### src/hw/corr_pkg.sv
package corr_pkg;

   // ----------------------------------------
   // Widths
   // ----------------------------------------
   localparam int ACC_W    = 32;              // Accumulator and bus data width
   localparam int ADR_W    = 8;               // Bus address width
   localparam int NANT_MAX = 8;               // Widest antenna vector in samp_t

   // Device select, address bits 7..6
   localparam logic [1:0] DEV_VIS  = 2'd0;    // Visibility bank
   localparam logic [1:0] DEV_ONES = 2'd1;    // Ones bank
   localparam logic [1:0] DEV_STAT = 2'd2;    // Completed-block count

   // ----------------------------------------
   // Types
   // ----------------------------------------
   typedef logic [ACC_W-1:0] acc_t;

   typedef struct packed {
      acc_t cos;                              // Real against real agreements
      acc_t sin;                              // Real against imaginary agreements
   } vis_t;

   typedef struct packed {
      logic                valid;             // Counted sample this cycle
      logic [NANT_MAX-1:0] re;                // Current sample, one bit per antenna
      logic [NANT_MAX-1:0] im;                // Previous sample stands in for imaginary
      logic                last;              // Reserved, always zero
   } samp_t;

   typedef struct packed {
      logic swap;                             // Block done, banks capture
      logic clear;                            // Acquisition off, counts dropped
   } bank_ctl_t;

   // Pairs (a,b), a < b, in row order
   function automatic int npairs(int n);
      return n * (n - 1) / 2;
   endfunction

   function automatic int pair_idx(int a, int b, int n);
      return a * n - a * (a + 1) / 2 + (b - a - 1);
   endfunction

   // Next accumulator value; a swap restarts the block with this cycle's hit
   function automatic acc_t acc_next(acc_t acc, logic valid, logic hit, bank_ctl_t ctl);
      acc_t inc;
      inc = (valid && hit) ? acc_t'(1) : '0;
      if (ctl.clear) return '0;
      if (ctl.swap) return inc;
      return acc + inc;
   endfunction

endpackage

### src/hw/read_bank.sv
`timescale 1ns/100ps
module read_bank import corr_pkg::*; #(
   parameter type entry_t = acc_t,             // Payload of one entry
   parameter int  DEPTH   = 8
) (
   input  logic       clk_i,
   input  logic       sw_d,
   input  bank_ctl_t  bank_ctl_i,
   input  entry_t     live_i [DEPTH],          // Running counts
   input  logic [5:0] rd_idx_i,
   output entry_t     rd_o
);

   entry_t bank_q [DEPTH];                     // Last finished block

   // ----------------------------------------
   // Capture on swap, clear leaves it alone
   // ----------------------------------------
   always_ff @(posedge clk_i or posedge sw_d) begin
      if (sw_d) begin
         for (int i = 0; i < DEPTH; i++) begin
            bank_q[i] <= '0;
         end
      end else if (bank_ctl_i.swap) begin
         for (int i = 0; i < DEPTH; i++) begin
            bank_q[i] <= live_i[i];            // Includes the wrap sample's count
         end
      end
   end

   // Indexed read, past the end reads zero
   always_comb begin
      rd_o = '0;
      for (int i = 0; i < DEPTH; i++) begin
         if (int'(rd_idx_i) == i) rd_o = bank_q[i];
      end
   end

   a_no_capture_in_clear: assert property (
      @(posedge clk_i) disable iff (sw_d) bank_ctl_i.swap |-> !bank_ctl_i.clear
   ) else $error("bank capture during clear");

endmodule

### config.mk
export PLATFORM = sky130hd
export DESIGN_NAME = read_bank
export DESIGN_NICKNAME = d
export VERILOG_FILES = /design/src/hw/corr_pkg.sv /design/src/hw/read_bank.sv
export SDC_FILE = /design/constraint.sdc
export NUM_CORES = 1
export LEC_CHECK = 0
export ABC_AREA = 1
export BUFFER_PORTS_ARGS = -buffer_cell sky130_fd_sc_hd__buf_4
export CORE_MARGIN = 5
export CORE_UTILIZATION = 33
export CTS_BUF_LIST = sky130_fd_sc_hd__clkbuf_16
export CTS_CLUSTER_DIAMETER = 60
export DETAILED_ROUTE_END_ITERATION = 8
export GPL_ROUTABILITY_DRIVEN = 0
export GPL_TIMING_DRIVEN = 0
export PLACE_DENSITY = 0.56
export SKIP_CTS_REPAIR_TIMING = 1
export SYNTH_ARGS = -nofsm -noshare
export SYNTH_HDL_FRONTEND = slang
export SYNTH_SLANG_ARGS = --single-unit
### constraint.sdc
create_clock -name clk_i -period 6.5 [get_ports clk_i]
set_input_delay 0 -clock clk_i [delete_from_list [all_inputs] [get_ports clk_i]]
set_output_delay 0 -clock clk_i [all_outputs]
set_load 0.02 [all_outputs]
---- After elaboration in Yosys (flattened, before gate mapping) ----
Cells that the tools add are included.
word-level totals
  flip-flop bits (word level) ............. 256
  bits of input ports ..................... 266
  output and inout port bits .............. 32
  word-level logic and storage cells ...... 24
operators by class
  eq/ne operators ......................... 7
  mux-type cells .......................... 8
  reduce and logical (&&, ||, !) cells .... 1
operator list
  operator              count
  $mux W32              8
  $eq A6 B4 Y1 const B  4
  $eq A6 B3 Y1 const B  2
  $eq A6 B2 Y1 const B  1
  $logic_not A6 Y1      1

---- Longest topological paths before layout ----
Gate-level depths: netlist of the first run.
  depth after elaboration ................. 9
  mapped depth ............................ 10
  gate-level depth less buffers ........... 9

---- Least setup slack after synthesis of the first run ----
Ideal clock, no wire load.
  path kind ............................... in2reg
  from .................................... in bank_ctl_i[1] (netlist bit)
  to ...................................... reg bank_q[111] (netlist bit)
  library setup time ...................... 0.125 ns
  arrival time ............................ 0.967 ns
  setup slack ............................. 5.409 ns
  stages .................................. 4
  path through ............................ buf_2 > clkbuf_1 > buf_2 > mux2_2
RTL lines
  item                            line             source
  start: declaration              read_bank.sv:8   input bank_ctl_t bank_ctl_i,
  end signal: indexed assignment  read_bank.sv:26  bank_q[i] <= live_i[i];
  end: declaration                read_bank.sv:14  entry_t bank_q [DEPTH];
No word-level cell between the ends.

==> results.py, run 1 <==
metrics = {
    "yosys": {
        "yosysSeqAreaShare_pct": 54.6,
        "syn-cell-area_sq_um": 11700,
        "synth.distinct_cells": 21,
        "synth_nets": 1441,
        "synthCells": 1175,
        "syn_area_per_cell_sq_um": 9.98,
        "yosysWarnings": 0,
        "ys_ff_latch": 256,
    },
    "setup_path": {
        "worst_setup_path_start_kind": "flop",
        "r2r_end": "bank_q[204]",
        "criticalPathCategory": "flop to output pin",
        "worst_path_max_delay_cell": "o21ai_0",
        "rrSetupSlack_ns": 5.72,
        "path_cells": "nand4_1 -> nand3_1 -> o21ai_0 -> nand4_1 -> buf_4",
        "ff2ff_path_depth": 1,
        "cp_max_fo": 2,
        "cp_common_cell": "nand4_1",
        "cp_top_family": "compound AO/OA/AOI/OAI gates",
        "critPathArrivalTime_ns": 2.01,
        "crit_buf_inv": 1,
        "cp.depth": 5,
        "cp.required_ns": 6.50,
        "crit_path_end_kind": "output pin",
        "worstReg2RegStart": "bank_q[204]",
        "cp_slowest_stage_delay_ns": 0.45,
    },
    "power_and_ir_drop": {
        "power_density_nw_per_um2": 226,
        "power.static_leakage_nw": 8.51,
        "power_switching_mw": 1.05,
        "switching_share_pct": 25.6,
        "power.total_mw": 4.11,
        "pwr-share-seq_pct": 44.2,
        "comb_power_share_pct": 15.5,
        "irDropWorstVdd_uv": 190,
        "pwr-share-clk_pct": 40.2,
        "internal_power_mw": 3.05,
    },
    "timing": {
        "slew_headroom_pct": 46.0,
        "tightest_slew_ns": 0.810,
        "fin_setup_tns_ns": 0,
        "slew_viol_final": 0,
        "min_period_over_period_pct": 30.9,
        "rsz0062_at_grt": "no",
        "final-setup-viol-count": 0,
        "clock.fmax_mhz": 498,
        "period_needed_ns": 2.01,
        "fin_ws_ns": 4.49,
        "hold_violations": 0,
        "finalClockSkew_ns": 0,
    },
    "routing": {
        "wl_mm": 43.9,
        "drtIter0Drc": 545,
        "met1Wirelength_mm": 18.5,
        "first_pass_iters": 5,
        "dr.max_layer_used": "met5",
        "ant_nets": 0,
        "vias": 10800,
        "wl_met3_mm": 2.32,
        "drc": 0,
        "wire_per_inst_um": 19.5,
        "avgViaCountPerCell": 4.78,
        "wl_met2_mm": 22.1,
    },
    "cells_and_area": {
        "layout_common_cells": "buf_4 (295), nand2_1 (262), dlygate4sd3_1 (257)",
        "nFillCells": 3159,
        "multi_input_area_sq_um": 4650,
        "register_area_sq_um": 6410,
        "area_delta_synth_final_pct": 55.1,
        "largest_register_ffs": 256,
        "reg_top3": "bank_q (256)",
        "nNetsFinal": 2033,
        "layout_commonest_cell": "buf_4",
        "top_register": "bank_q",
        "layout-drive-gt1-share_pct": 33.0,
        "num_antenna_cells": 0,
    },
    "placed_design": {
        "port_buffers": 295,
        "hpwl_mm": 31.6,
        "post-place-ws_ns": 4.50,
    },
    "global_route": {
        "grt_usage_pct": 20.1,
        "grt_pass1_wl_mm": 60.0,
        "grt_max_degree": 41,
        "first_global_vias": 9980,
        "grt_overflow": 0,
        "grt_antenna_before_repair": 1,
    },
    "hold_path": {
        "hold_path.class": "input port to asynchronous set/reset pin",
    },
    "clocking": {
        "cts_max_level": 1,
        "clk_pin_slew_ns": 0.06,
        "cts_inserted_buffers": 31,
        "cts_tree": "yes",
        "root_buffer": "clkbuf_16",
        "clkLatencyLatePin_ns": 0.57,
        "numClockSinks": 256,
        "clk_path_buf_depth": 3,
    },
    "die": {
        "die_h_um": 199,
        "core_area_sq_um": 35300,
        "io_pins": 298,
        "row_count": 69,
        "start_util_pct": 33.2,
        "die_area_sq_um": 39400,
        "die_x_um": 199,
    },
    "run_status": {
        "outcome": "finished, final reports clean",
    },
    "run": {
        "maxCapViolCount": 0,
    },
}
-- power by group through the flow --
stage	Clock (mW)	Sequential, mW	Combinational, mW
3_5_place_dp	0	1.85	0.512
2_1_floorplan	0	1.83	0.269
3_3_place_gp	0	1.84	0.491
4_1_cts	1.69	1.82	0.514
5_1_grt	1.75	1.83	0.695
6_report	1.65	1.82	0.637
-- layer usage --
metal,global-route usage (%),vias to the layer above
li1,-,5124
met1,26.9,5267
met2,33.7,314
met3,4.12,57
met4,4.76,2
met5,0,-
-- worst max path at each step --
stage	from	to	slack [ns]
final	bank_q[178]	rd_o[18]	4.49
after global routing	rd_idx_i[3]	rd_o[3]	4.36
after CTS	bank_q[210]	rd_o[18]	4.41
after detailed placement	rd_idx_i[3]	rd_o[3]	4.50
after global placement	sw_d	bank_q[76]	1.36
after floorplan	sw_d	bank_q[0]	3.13
-- through the flow --
stage                     std cells  utilization (%)  hold slack (ns)  instance area (sq um)
after global routing           2251             51.5           0.0975                  18200
after detailed placement       1938             41.5           0.0768                  14700
after CTS                      1994             44.3           -0.528                  15600
final                          2251             51.5           0.0475                  18200
after floorplan                1175                -            0.121                  11700
after global placement         1931             41.1            0.210                  14500
-- cells in the mapped netlist --
| master | count | area share, % |
|---|---|---|
| clkbuf_1 | 26 | 0.83 |
| a21oi_1 | 14 | 0.60 |
| nand2_1 | 262 | 8.4 |
| nand3_2 | 1 | 0.085 |
| nand3b_4 | 1 | 0.17 |
| nor3_2 | 1 | 0.085 |
| nand3_1 | 27 | 1.2 |
| dfrtp_1 | 256 | 55 |
| buf_2 | 47 | 2.0 |
| nand2_2 | 2 | 0.11 |
| inv_1 | 85 | 2.7 |
| nor2_4 | 2 | 0.19 |
| inv_2 | 4 | 0.13 |
| mux2_2 | 178 | 17 |
| nor3_4 | 1 | 0.14 |
| nor2_2 | 4 | 0.21 |
| buf_1 | 1 | 0.032 |
| o21ai_0 | 102 | 4.4 |
| nand4_1 | 91 | 4.9 |
| o21ai_1 | 2 | 0.085 |
| nor2_1 | 68 | 2.2 |
-- area by class of cell --
| type | count | share of cell area (%) |
|---|---|---|
| multi-input cells | 756 | 25.6 |
| clock buffers | 31 | 4.26 |
| clock inverters | 25 | 1.02 |
| inverters | 89 | 1.86 |
| repair buffers | 559 | 27.1 |
| well taps | 461 | 3.17 |
| plain buffers | 74 | 1.85 |
| flip-flops and latches | 256 | 35.2 |
-- logic make-up after synthesis --
logic type             count (synthesis)  synth area share [%]
DFF                                  256                  54.6
and+or+nand+nor                      460                  17.6
buffers and inverters                163                  5.72
muxes                                178                  17.1
AOI/OAI and AO/OA                    118                  5.03
(Power assumes the default switching activity.)
==> inputs of run 2 (changes only) <==
- clock period: 6.5 -> 1.6 ns (I/O delays scaled with it)
==> run 2 against run 1 <==
  * The flow now finishes with violations (negative setup slack)
  * Setup slack worse by 4.6 ns
  * Combinational power grew to 4.2 times the previous value
  * Sequential share of layout area fell by 0.99 points
  * Largest cell class unchanged
  * Highest routed layer unchanged
==> results.py, run 2 (synthesized netlist as in run 1, its figures left out) <==
metrics = {
    "global_route": {
        "grt_max_degree": 41,
        "grt_antenna_before_repair": 1,
        "grt_pass1_wl_mm": 60.0,
        "grt_overflow": 0,
        "first_global_vias": 9980,
        "grt_usage_pct": 20.1,
    },
    "setup_path": {
        "crit_path_end_kind": "output pin",
        "critPathArrivalTime_ns": 1.75,
        "path_cells": "nand4_1 -> nand2_1 -> nor2_1 -> nand4_1 -> nand2_1 -> nand2_2 -> buf_6",
        "criticalPathCategory": "flop to output pin",
        "worst_path_max_delay_cell": "dfrtp_1",
        "cp_max_fo": 2,
        "cp_slowest_stage_delay_ns": 0.38,
        "cp.required_ns": 1.60,
        "worst_setup_path_start_kind": "flop",
        "ff2ff_path_depth": 2,
    },
    "cells_and_area": {
        "top_register": "bank_q",
        "layout_commonest_cell": "buf_4",
        "nNetsFinal": 2039,
        "reg_top3": "bank_q (256)",
        "nFillCells": 3099,
        "layout_common_cells": "buf_4 (279), dlygate4sd3_1 (257), dfrtp_1 (256)",
        "fin_cells": 2258,
        "layout-drive-gt1-share_pct": 37.7,
        "area_delta_synth_final_pct": 59.6,
        "largest_register_ffs": 256,
        "final_util_pct": 53.0,
    },
    "run": {
        "maxCapViolCount": 0,
    },
    "timing": {
        "hold_violations": 0,
        "slew_viol_final": 0,
        "tightest_slew_ns": 0.758,
        "slew_headroom_pct": 49.5,
        "rsz0062_at_grt": "yes",
        "clock.fmax_mhz": 570,
        "final-setup-viol-count": 31,
        "whs_ns": 0.0453,
        "fin_ws_ns": -0.153,
        "min_period_over_period_pct": 110,
        "finalClockSkew_ns": 0,
        "period_needed_ns": 1.75,
    },
    "run_status": {
        "outcome": "finished with violations",
        "violations": "negative setup slack",
    },
    "placed_design": {
        "post-place-ws_ns": -0.402,
        "dp_cells": 1938,
        "port_buffers": 295,
        "hpwl_mm": 31.6,
    },
    "die": {
        "die_x_um": 199,
        "core_area_sq_um": 35300,
        "start_util_pct": 33.2,
        "die_h_um": 199,
        "row_count": 69,
        "die_area_sq_um": 39400,
        "io_pins": 298,
    },
    "clocking": {
        "cts_inserted_buffers": 31,
        "clk_path_buf_depth": 3,
        "root_buffer": "clkbuf_16",
        "cts_tree": "yes",
        "clkLatencyLatePin_ns": 0.57,
        "numClockSinks": 256,
        "clk_pin_slew_ns": 0.06,
        "cts_max_level": 1,
    },
    "hold_path": {
        "hold_path.class": "input port to asynchronous set/reset pin",
    },
    "routing": {
        "vias": 10800,
        "drc": 0,
        "first_pass_iters": 4,
        "ant_nets": 0,
        "wl_mm": 44.0,
        "avgViaCountPerCell": 4.77,
        "wire_per_inst_um": 19.5,
        "drtIter0Drc": 470,
    },
    "power_and_ir_drop": {
        "power.total_mw": 16.8,
        "irDropWorstVdd_uv": 764,
        "power_switching_mw": 4.32,
        "power_density_nw_per_um2": 895,
        "power.static_leakage_nw": 8.80,
        "pwr-share-clk_pct": 40.1,
        "comb_power_share_pct": 15.8,
        "switching_share_pct": 25.8,
        "pwr-share-seq_pct": 44.0,
        "internal_power_mw": 12.4,
    },
}
==> run 2: metrics by stage <==
| stage | instance area (sq um) | TNS [ns] |
|---|---|---|
| 2_1_floorplan | 11700 | -453.54 |
| 3_3_place_gp | 14500 | -909.95 |
| 3_5_place_dp | 14700 | -17.02 |
| 4_1_cts | 15600 | -11.43 |
| 5_1_grt | 18700 | -5.28 |
| 6_report | 18700 | -2.66 |
==> run 2: layer usage <==
layer | wire length (um) | global-route usage, % | up-vias
met1 | 18600 | 26.9 | 5276
met3 | 2330 | 4.12 | 59
li1 | - | - | 5134
met2 | 22000 | 33.7 | 293
met5 | 7 | 0 | -
met4 | 1050 | 4.76 | 2
==> run 2: worst paths after layout <==
kind,to,start,slack [ns]
min in group clk_i,bank_q[114],bank_ctl_i[1],0.11
max in group asynchronous,bank_q[16],sw_d,0.43
max reg2reg,bank_q[203],bank_q[203],0.73
max,rd_o[21],bank_q[213],-0.15
min,bank_q[241],sw_d,0.05
min reg2reg,bank_q[211],bank_q[211],0.50
==> run 2: layout make-up <==
type                            instances  area [sq um]  area share (%)
Buffer                                 74           352            1.88
Clock inverter                         25           185           0.989
Clock buffer                           31           776            4.14
Multi-Input combinational cell        756          5020            26.8
Antenna cell                            1          2.50          0.0134
Inverter                               89           338            1.80
Timing Repair Buffer                  565          5070            27.1
Sequential cell                       256          6410            34.2
Tap cell                              461           577            3.08
==> run 2: critical path: cells and delay by family, from the launching register on <==
family                 cells  cell delay (ns)
and+or+nand+nor            6             0.67
buffers and inverters      1             0.13
DFF                        1             0.38
==> run 2: power groups by stage <==
stage	registers [mW]	logic, mW	clock network (mW)
after floorplan	7.41	1.09	0
after global placement	7.49	2.00	0
after detailed placement	7.50	2.08	0
after CTS	7.38	2.09	6.87
after global routing	7.45	2.89	7.13
final	7.38	2.65	6.73
